==> config.mk <==
export PLATFORM = sky130hd
export DESIGN_NAME = prefetch_buffer
export DESIGN_NICKNAME = d
export VERILOG_FILES = /design/src/design/wb_bus_pkg.sv /design/src/design/fetch_types_pkg.sv /design/src/design/prefetch_buffer.sv /design/src/design/fetch_ctrl.sv /design/src/design/prefetch_fifo.sv
export VERILOG_INCLUDE_DIRS = /design/src /design/src/design
export SDC_FILE = /design/constraint.sdc
export NUM_CORES = 1
export LEC_CHECK = 0
export ABC_CLOCK_PERIOD_IN_PS = 6700
export BUFFER_PORTS_ARGS = -buffer_cell sky130_fd_sc_hd__buf_2
export CORE_MARGIN = 2
export CORE_UTILIZATION = 57
export DETAILED_ROUTE_END_ITERATION = 8
export GPL_ROUTABILITY_DRIVEN = 0
export PLACE_DENSITY = 0.78
export SKIP_CTS_REPAIR_TIMING = 1
export SYNTH_ARGS = -nofsm -noshare
export SYNTH_HDL_FRONTEND = slang
export SYNTH_SLANG_ARGS = --single-unit
==> constraint.sdc <==
create_clock -name clk_i -period 6.7 [get_ports clk_i]
set_clock_uncertainty 0.05 [all_clocks]
set_input_delay 0 -clock clk_i [delete_from_list [all_inputs] [get_ports clk_i]]
set_output_delay 0 -clock clk_i [all_outputs]
set_load 0.005 [all_outputs]
==> src/design/prefetch_settings.svh <==
//////////////////////////////////////////////////////////////////////
// prefetch buffer build settings
// boot address, FIFO depth and bus widths shared by every block
//////////////////////////////////////////////////////////////////////

`ifndef PREFETCH_SETTINGS_SVH
`define PREFETCH_SETTINGS_SVH

// first word fetched after reset, byte address
`define PF_BOOT_ADDR 32'h0000_1000

// number of fetched words buffered ahead of the core
`define PF_FIFO_DEPTH 4

// bus address and data widths
`define PF_ADDR_W 32
`define PF_DATA_W 32

`endif
==> src/design/wb_bus_pkg.sv <==
//////////////////////////////////////////////////////////////////////
// Wishbone bus types
// address, read data and byte select vectors of the fetch port
//////////////////////////////////////////////////////////////////////

`default_nettype none

`include "prefetch_settings.svh"

package wb_bus_pkg;

    typedef logic [`PF_ADDR_W-1:0] wb_addr_t;

    typedef logic [`PF_DATA_W-1:0] wb_data_t;

    // one select bit per byte lane
    typedef logic [`PF_DATA_W/8-1:0] wb_sel_t;

endpackage

`default_nettype wire

==> src/design/fetch_types_pkg.sv <==
//////////////////////////////////////////////////////////////////////
// fetch side types
// instruction addresses, words, FIFO occupancy and the fetch FSM
//////////////////////////////////////////////////////////////////////

`default_nettype none

`include "prefetch_settings.svh"

package fetch_types_pkg;

    // byte address of one instruction word
    typedef logic [`PF_ADDR_W-1:0] fetch_addr_t;

    // raw instruction word as seen by the core
    typedef logic [`PF_DATA_W-1:0] instr_t;

    // occupancy, has to reach the depth value itself
    typedef logic [$clog2(`PF_FIFO_DEPTH+1)-1:0] fifo_cnt_t;

    // fetch FSM, DROP waits out a read killed by a branch
    typedef enum logic [1:0] {
        IDLE,
        REQ,
        DROP
    } fetch_state_e;

endpackage

`default_nettype wire

==> src/design/prefetch_buffer.sv <==
//////////////////////////////////////////////////////////////////////
// instruction prefetch buffer
// fetch controller on Wishbone plus a FIFO of tagged words
// words leave toward the core through a valid/ready port
//////////////////////////////////////////////////////////////////////

`default_nettype none

`include "prefetch_settings.svh"

module prefetch_buffer
    import fetch_types_pkg::*;
    import wb_bus_pkg::*;
(
    input  wire logic         clk_i,
    input  wire logic         rst_ni,
    // redirect
    input  wire logic         branch_i,
    input  wire fetch_addr_t  branch_addr_i,
    // core port
    input  wire logic         instr_ready_i,
    output logic              instr_valid_o,
    output instr_t            instr_rdata_o,
    output fetch_addr_t       instr_addr_o,
    // Wishbone master
    input  wire wb_data_t     wb_dat_i,
    input  wire logic         wb_ack_i,
    output logic              wb_cyc_o,
    output logic              wb_stb_o,
    output wb_addr_t          wb_adr_o,
    output wb_sel_t           wb_sel_o,
    output logic              wb_we_o
);

    logic                            fifo_push;
    logic                            fifo_flush;
    logic                            fifo_pop;
    logic                            fifo_full;
    logic                            fifo_empty;
    fifo_cnt_t                       fifo_cnt;
    logic [`PF_ADDR_W+`PF_DATA_W-1:0] fifo_wdata;
    logic [`PF_ADDR_W+`PF_DATA_W-1:0] fifo_rdata;

    fetch_ctrl u_fetch_ctrl (
        .clk_i         (clk_i),
        .rst_ni        (rst_ni),
        .branch_i      (branch_i),
        .branch_addr_i (branch_addr_i),
        .fifo_full_i   (fifo_full),
        .fifo_cnt_i    (fifo_cnt),
        .wb_dat_i      (wb_dat_i),
        .wb_ack_i      (wb_ack_i),
        .wb_cyc_o      (wb_cyc_o),
        .wb_stb_o      (wb_stb_o),
        .wb_adr_o      (wb_adr_o),
        .fifo_push_o   (fifo_push),
        .fifo_flush_o  (fifo_flush),
        .fifo_data_o   (fifo_wdata)
    );

    // registered output, one cycle from ack to valid
    prefetch_fifo #(
        .FALL_THROUGH (1'b0),
        .DEPTH        (`PF_FIFO_DEPTH),
        .dtype        (logic [`PF_ADDR_W+`PF_DATA_W-1:0])
    ) u_prefetch_fifo (
        .clk_i   (clk_i),
        .rst_ni  (rst_ni),
        .flush_i (fifo_flush),
        .push_i  (fifo_push),
        .data_i  (fifo_wdata),
        .pop_i   (fifo_pop),
        .full_o  (fifo_full),
        .empty_o (fifo_empty),
        .cnt_o   (fifo_cnt),
        .data_o  (fifo_rdata)
    );

    // core handshake
    assign instr_valid_o = !fifo_empty;
    assign fifo_pop      = instr_valid_o && instr_ready_i;
    assign {instr_addr_o, instr_rdata_o} = fifo_rdata;

    // read-only master, full word lanes
    assign wb_sel_o = '1;
    assign wb_we_o  = 1'b0;

endmodule

`default_nettype wire

==> src/design/fetch_ctrl.sv <==
//////////////////////////////////////////////////////////////////////
// fetch controller
// Wishbone classic read master feeding the prefetch FIFO
// walks sequential word addresses while the FIFO has room
// a branch flushes the FIFO and redirects, dropping a read in flight
//////////////////////////////////////////////////////////////////////

`default_nettype none

`include "prefetch_settings.svh"

module fetch_ctrl
    import fetch_types_pkg::*;
    import wb_bus_pkg::*;
(
    input  wire logic         clk_i,
    input  wire logic         rst_ni,
    // redirect from the core
    input  wire logic         branch_i,
    input  wire fetch_addr_t  branch_addr_i,
    // FIFO status
    input  wire logic         fifo_full_i,
    input  wire fifo_cnt_t    fifo_cnt_i,
    // Wishbone slave response
    input  wire wb_data_t     wb_dat_i,
    input  wire logic         wb_ack_i,
    // Wishbone master request
    output logic              wb_cyc_o,
    output logic              wb_stb_o,
    output wb_addr_t          wb_adr_o,
    // FIFO write side
    output logic              fifo_push_o,
    output logic              fifo_flush_o,
    output logic [`PF_ADDR_W+`PF_DATA_W-1:0] fifo_data_o
);

    // address step of one instruction word
    localparam fetch_addr_t WORD_STEP = fetch_addr_t'(4);
    // count below which one more push still leaves a free slot
    localparam fifo_cnt_t LAST_SLOT = fifo_cnt_t'(`PF_FIFO_DEPTH - 1);

    fetch_state_e state_q;
    fetch_state_e state_d;

    // address of the read on the bus, or the next one to issue
    fetch_addr_t addr_q;
    fetch_addr_t addr_d;

    // branch target parked while a killed read completes
    fetch_addr_t tgt_q;
    fetch_addr_t tgt_d;

    logic room_after_ack;

    // the acked word still leaves room for another one
    assign room_after_ack = (fifo_cnt_i < LAST_SLOT);

    //////////////////////////////////////////////////////////////////////
    // next state
    //////////////////////////////////////////////////////////////////////

    always_comb begin
        state_d     = state_q;
        addr_d      = addr_q;
        tgt_d       = tgt_q;
        fifo_push_o = 1'b0;

        unique case (state_q)
            IDLE: begin
                // nothing in flight, redirect right away
                if (branch_i) begin
                    addr_d  = branch_addr_i;
                    state_d = REQ;
                end else if (!fifo_full_i) begin
                    state_d = REQ;
                end
            end

            REQ: begin
                if (wb_ack_i) begin
                    if (branch_i) begin
                        // read ends this cycle, its word is stale
                        addr_d  = branch_addr_i;
                        state_d = REQ;
                    end else begin
                        fifo_push_o = 1'b1;
                        addr_d      = addr_q + WORD_STEP;
                        state_d     = room_after_ack ? REQ : IDLE;
                    end
                end else if (branch_i) begin
                    // keep cyc/stb and address until the slave acks
                    tgt_d   = branch_addr_i;
                    state_d = DROP;
                end
            end

            DROP: begin
                // a later branch replaces the parked target
                if (branch_i) begin
                    tgt_d = branch_addr_i;
                end
                if (wb_ack_i) begin
                    addr_d  = branch_i ? branch_addr_i : tgt_q;
                    state_d = REQ;
                end
            end

            default: begin
                state_d = IDLE;
            end
        endcase
    end

    //////////////////////////////////////////////////////////////////////
    // registers
    //////////////////////////////////////////////////////////////////////

    always_ff @(posedge clk_i or negedge rst_ni) begin
        if (!rst_ni) begin
            state_q <= IDLE;
            addr_q  <= `PF_BOOT_ADDR;
        end else begin
            state_q <= state_d;
            addr_q  <= addr_d;
        end
    end

    always_ff @(posedge clk_i) begin
        tgt_q <= tgt_d;
    end

    //////////////////////////////////////////////////////////////////////
    // outputs
    //////////////////////////////////////////////////////////////////////

    // cyc and stb move together for single classic reads
    assign wb_cyc_o = (state_q != IDLE);
    assign wb_stb_o = (state_q != IDLE);
    assign wb_adr_o = wb_addr_t'(addr_q);

    // flush in the branch cycle itself
    assign fifo_flush_o = branch_i;

    // word tagged with the address it came from
    assign fifo_data_o = {addr_q, instr_t'(wb_dat_i)};

endmodule

`default_nettype wire

==> src/design/prefetch_fifo.sv <==
//////////////////////////////////////////////////////////////////////
// prefetch FIFO
// circular buffer with read/write pointers and an occupancy counter
// optional fall-through output for a push into an empty FIFO
// synchronous flush wins over push and pop in the same cycle
//////////////////////////////////////////////////////////////////////

`default_nettype none

`include "prefetch_settings.svh"

module prefetch_fifo
    import fetch_types_pkg::*;
#(
    parameter bit          FALL_THROUGH = 1'b0,
    parameter int unsigned DEPTH        = `PF_FIFO_DEPTH,
    parameter type         dtype        = logic [`PF_ADDR_W+`PF_DATA_W-1:0]
) (
    input  wire logic      clk_i,
    input  wire logic      rst_ni,
    input  wire logic      flush_i,
    input  wire logic      push_i,
    input  wire dtype      data_i,
    input  wire logic      pop_i,
    output logic           full_o,
    output logic           empty_o,
    output fifo_cnt_t      cnt_o,
    output dtype           data_o
);

    // pointer width, at least one bit even for a single entry
    localparam int unsigned PTR_W = (DEPTH > 1) ? $clog2(DEPTH) : 1;
    localparam logic [PTR_W-1:0] LAST_PTR = PTR_W'(DEPTH - 1);

    logic [PTR_W-1:0] rd_ptr_q;
    logic [PTR_W-1:0] rd_ptr_d;
    logic [PTR_W-1:0] wr_ptr_q;
    logic [PTR_W-1:0] wr_ptr_d;
    fifo_cnt_t        cnt_q;
    fifo_cnt_t        cnt_d;

    // storage, written only by an accepted push
    dtype mem_q [DEPTH];

    logic bypass;
    logic through;
    logic push_ok;
    logic pop_ok;
    logic mem_we;

    //////////////////////////////////////////////////////////////////////
    // flags and output
    //////////////////////////////////////////////////////////////////////

    // fall-through case, empty FIFO but a word arrives this cycle
    assign bypass  = FALL_THROUGH && (cnt_q == '0) && push_i;
    // word goes in and out in the same cycle
    assign through = bypass && pop_i;

    assign full_o  = (cnt_q == fifo_cnt_t'(DEPTH));
    assign empty_o = (cnt_q == '0) && !bypass;
    assign cnt_o   = cnt_q;

    assign push_ok = push_i && !full_o;
    assign pop_ok  = pop_i && !empty_o;

    // head of queue, or the incoming word when bypassing
    assign data_o = bypass ? data_i : mem_q[rd_ptr_q];

    //////////////////////////////////////////////////////////////////////
    // pointer and counter update
    //////////////////////////////////////////////////////////////////////

    always_comb begin
        rd_ptr_d = rd_ptr_q;
        wr_ptr_d = wr_ptr_q;
        cnt_d    = cnt_q;

        // a word passing straight through leaves the state alone
        if (!through) begin
            if (push_ok) begin
                wr_ptr_d = (wr_ptr_q == LAST_PTR) ? '0 : wr_ptr_q + 1'b1;
            end
            if (pop_ok) begin
                rd_ptr_d = (rd_ptr_q == LAST_PTR) ? '0 : rd_ptr_q + 1'b1;
            end
            // push and pop together keep the count
            unique case ({push_ok, pop_ok})
                2'b10:   cnt_d = cnt_q + 1'b1;
                2'b01:   cnt_d = cnt_q - 1'b1;
                default: cnt_d = cnt_q;
            endcase
        end
    end

    always_ff @(posedge clk_i or negedge rst_ni) begin
        if (!rst_ni) begin
            rd_ptr_q <= '0;
            wr_ptr_q <= '0;
            cnt_q    <= '0;
        end else if (flush_i) begin
            // flush drops every entry, pending push included
            rd_ptr_q <= '0;
            wr_ptr_q <= '0;
            cnt_q    <= '0;
        end else begin
            rd_ptr_q <= rd_ptr_d;
            wr_ptr_q <= wr_ptr_d;
            cnt_q    <= cnt_d;
        end
    end

    //////////////////////////////////////////////////////////////////////
    // storage
    //////////////////////////////////////////////////////////////////////

    // no write for a flushed or bypassed word
    assign mem_we = push_ok && !through && !flush_i;

    always_ff @(posedge clk_i) begin
        if (mem_we) begin
            mem_q[wr_ptr_q] <= data_i;
        end
    end

endmodule

`default_nettype wire

==> impl_results.md <==
* Run status: finished, final reports clean
* Critical hold path startpoint: instr_ready_i
* Post-DRT Antenna Nets at 0
* Nets at 1125
* Largest vdd supply drop at 0.000360 V
* Grt ovf at 0
* PD cells at 425 nW/µm²
* Critical path buffers and inverters at 1
* Count of cell types in the netlist at 67
* Area of the die at 25800 µm²
* Synthesized area at 14000 µm²
* Biggest fanout along the worst timing path at 64
* Commonest non-fill, non-tap cell in the layout: edfxtp_1
* Most frequent cells in the layout: edfxtp_1 (288), buf_2 (167), dlygate4sd3_1 (66)
* Kind of critical path: register to register
* CP required at 6780 ps
* Most common flop cell mapped by yosys: edfxtp_1
* Die width at 161 µm
* Starting Density at 57.8%
* Sequential share of the synthesized area at 69.3%
* Total number of vias at 8577
* Hold WC Path Type: input pin to register
* Final WL at 32.2 mm
* First-pass GRT wire length at 47.6 mm
* Io pins at 173
* WL/cell at 23.1 µm
* Finished Cell Area at 16800 µm²
* Initial DRC count at 957
* H-tree depth at 2
* Vias in the first global route at 8071
* Final core occ at 69.6%
* Critical path endpoint category: register
* Slew @ Worst Pin at 1070 ps
* Largest cells by area after synthesis: edfxtp_1 (62%), mux4_2 (10%), dfrtp_1 (7.2%)
* Row count at 57
* Clk_lat worst skew at 530 ps
* Fillers at 1541
* Final Setup Violations at 0
* Cells after synthesis at 814
* RSZ-0062 raised after global routing: no
* CTS Root Cell: clkbuf_16
* Final hold vios at 0
* Crit Reg-Reg Startpoint: u_fetch_ctrl.state_q[1]$_DFFE_PN0P_
* Max_cap viols at 0
* RR Endpoint: u_prefetch_fifo.mem_q[1][58]$_DFFE_PP_
* Synth top area share at 61.9%
* Flop-to-flop setup slack at 2870 ps
* Clk sinks at 329
* DIE HEIGHT at 161 µm
* Max-slew violations at 0
* Crit share post-route at 57.1%
* Static Leak at 5.89 nW
* CP startpoint kind: register
* Critical path arrival at 3900 ps
* Area growth syn-to-layout at 20.4%
* CTS Buf Count at 34
* Yosys synthesis warning count at 0
* Initial antenna violation count at 0
* Clock transition at path regs at 60 ps
* Clk buf depth at 3
* Avg Cell Area, Syn at 17.2 µm²
* Total GRT Usage at 24.2%
* Hold WS at 9.17 ps
* Largest net degree at the start of global routing at 67
* Headroom to the max-slew limit at 28.5%
* Max Freq at 0.261 GHz
* Post-synth top area cell: edfxtp_1
* DRC at 0
* Cell Area, Placed at 15000 µm²
* Core area at 24200 µm²
* Worst Hold Depth at 4
* N_diodes at 0
* Period minus WS final at 3830 ps
* #FFs+latches synth at 329
* CTS tree: built
* Dpl hpwl at 18.8 mm
* Setup TNS at 0 ps
* Final WS setup at 2870 ps
* Hold endpoint: u_prefetch_fifo.rd_ptr_q[0]$_DFFE_PN0P_
* First-pass DRT Iterations at 5
* CP Cell Sequence: inv_1 -> ha_1 -> nor2b_1 -> and3_1 -> and2_4
* Share of post-route cells with drive strength above 1 at 32.6%
* DP Worst Slack at 2970 ps
* Top Family by Delay on Critical Path: simple AND/OR/NAND/NOR gates
* Post-synth EDFFs at 288
* CP max stage delay at 860 ps
* Slowest CP cell: nor2b_1
* Async SR Flop Fraction at 12.5%
* Worst r2r path cells at 5
* DR vias/cell at 6.15
* Buffers on Ports at 167
-- worst reg2reg max path, delay by kind of cell (launching register included) --
family / cells / cell delay (ps)
flip-flops: 1 / 430
AND/OR/NAND/NOR: 3 / 2300
buffers and inverters: 1 / 110
adder cells (fa/ha/maj): 1 / 510
-- through the flow --
step                      instances  power (mW)
after global routing           1394        7.48
after floorplan                 817        4.46
final                          1394        7.14
after detailed placement       1266        5.23
after global placement         1266        5.17
after CTS                      1328        7.12
-- Yosys cell counts (6+ instances only) --
| cell type | count |
|---|---|
| a21o_1 | 6 |
| a21oi_1 | 22 |
| a221o_1 | 8 |
| a221oi_1 | 11 |
| a31oi_1 | 11 |
| and2_1 | 7 |
| buf_2 | 13 |
| buf_4 | 8 |
| clkbuf_1 | 22 |
| dfrtp_1 | 40 |
| edfxtp_1 | 288 |
| ha_1 | 11 |
| inv_1 | 10 |
| mux2_2 | 33 |
| mux2i_1 | 7 |
| mux4_2 | 64 |
| nand2_1 | 21 |
| nand3_1 | 18 |
| nor2_1 | 43 |
| nor3_1 | 13 |
| o211ai_1 | 7 |
| o21ai_0 | 42 |
| or3_1 | 8 |
| xnor2_1 | 8 |
-- cells by family after synthesis --
kind of cell | synth area share (%)
adder cells (fa/ha/maj) | 1.13
other | 0.0538
buffers and inverters | 2.14
multiplexers | 13.5
AND/OR/NAND/NOR | 6.20
flip-flops | 69.3
AO/OA/AOI/OAI | 6.99
XOR/XNOR | 0.752
-- metal layers --
metal / vias up / part of all wire (%) / track usage [%]
met5: - / 0 / 0
met4: 0 / 2.5 / 7.49
met3: 63 / 6.9 / 4.13
met2: 378 / 49 / 37.9
met1: 4395 / 42 / 35.6
li1: 3741 / - / -
-- final cells by class --
cell class,count,area [µm²],share of cell area (%)
timing repair buffer,241,1560,9.26
sequential,329,9680,57.6
clock buffer,46,937,5.57
clock inverter,16,178,1.06
multi-input combinational,428,4020,23.9
inverter,10,37.5,0.223
tap,324,405,2.41
-- report_power, final --
group | total [mW] | internal, mW | switching [mW] | leakage (nW)
sequential | 3.18 | 2.72 | 0.460 | 3.12
combinational | 2.08 | 0.934 | 1.15 | 2.22
clock | 1.88 | 1.11 | 0.776 | 0.549
total | 7.14 | 4.76 | 2.38 | 5.89
-- state kept, by name, summed over array words and instances (netlist names) --
register,flops
u_fetch_ctrl.state_q,2
u_prefetch_fifo.cnt_o,3
u_prefetch_fifo.wr_ptr_q,2
u_fetch_ctrl.wb_adr_o,32
u_prefetch_fifo.mem_q,256
u_fetch_ctrl.tgt_q,32
u_prefetch_fifo.rd_ptr_q,2
-- worst max path at each step --
stage / cells after the start / endpoint / from
2_1_floorplan: 6 / u_prefetch_fifo.mem_q[0][0]$_DFFE_PP_ / u_fetch_ctrl.state_q[1]$_DFFE_PN0P_
3_3_place_gp: 5 / u_prefetch_fifo.mem_q[1][31]$_DFFE_PP_ / u_fetch_ctrl.state_q[1]$_DFFE_PN0P_
3_5_place_dp: 5 / u_prefetch_fifo.mem_q[1][31]$_DFFE_PP_ / u_fetch_ctrl.state_q[1]$_DFFE_PN0P_
4_1_cts: 5 / u_prefetch_fifo.mem_q[1][59]$_DFFE_PP_ / u_fetch_ctrl.state_q[1]$_DFFE_PN0P_
5_1_grt: 5 / u_prefetch_fifo.mem_q[3][41]$_DFFE_PP_ / u_fetch_ctrl.state_q[1]$_DFFE_PN0P_
6_report: 5 / u_prefetch_fifo.mem_q[1][58]$_DFFE_PP_ / u_fetch_ctrl.state_q[1]$_DFFE_PN0P_
(Power assumes the default switching activity.)
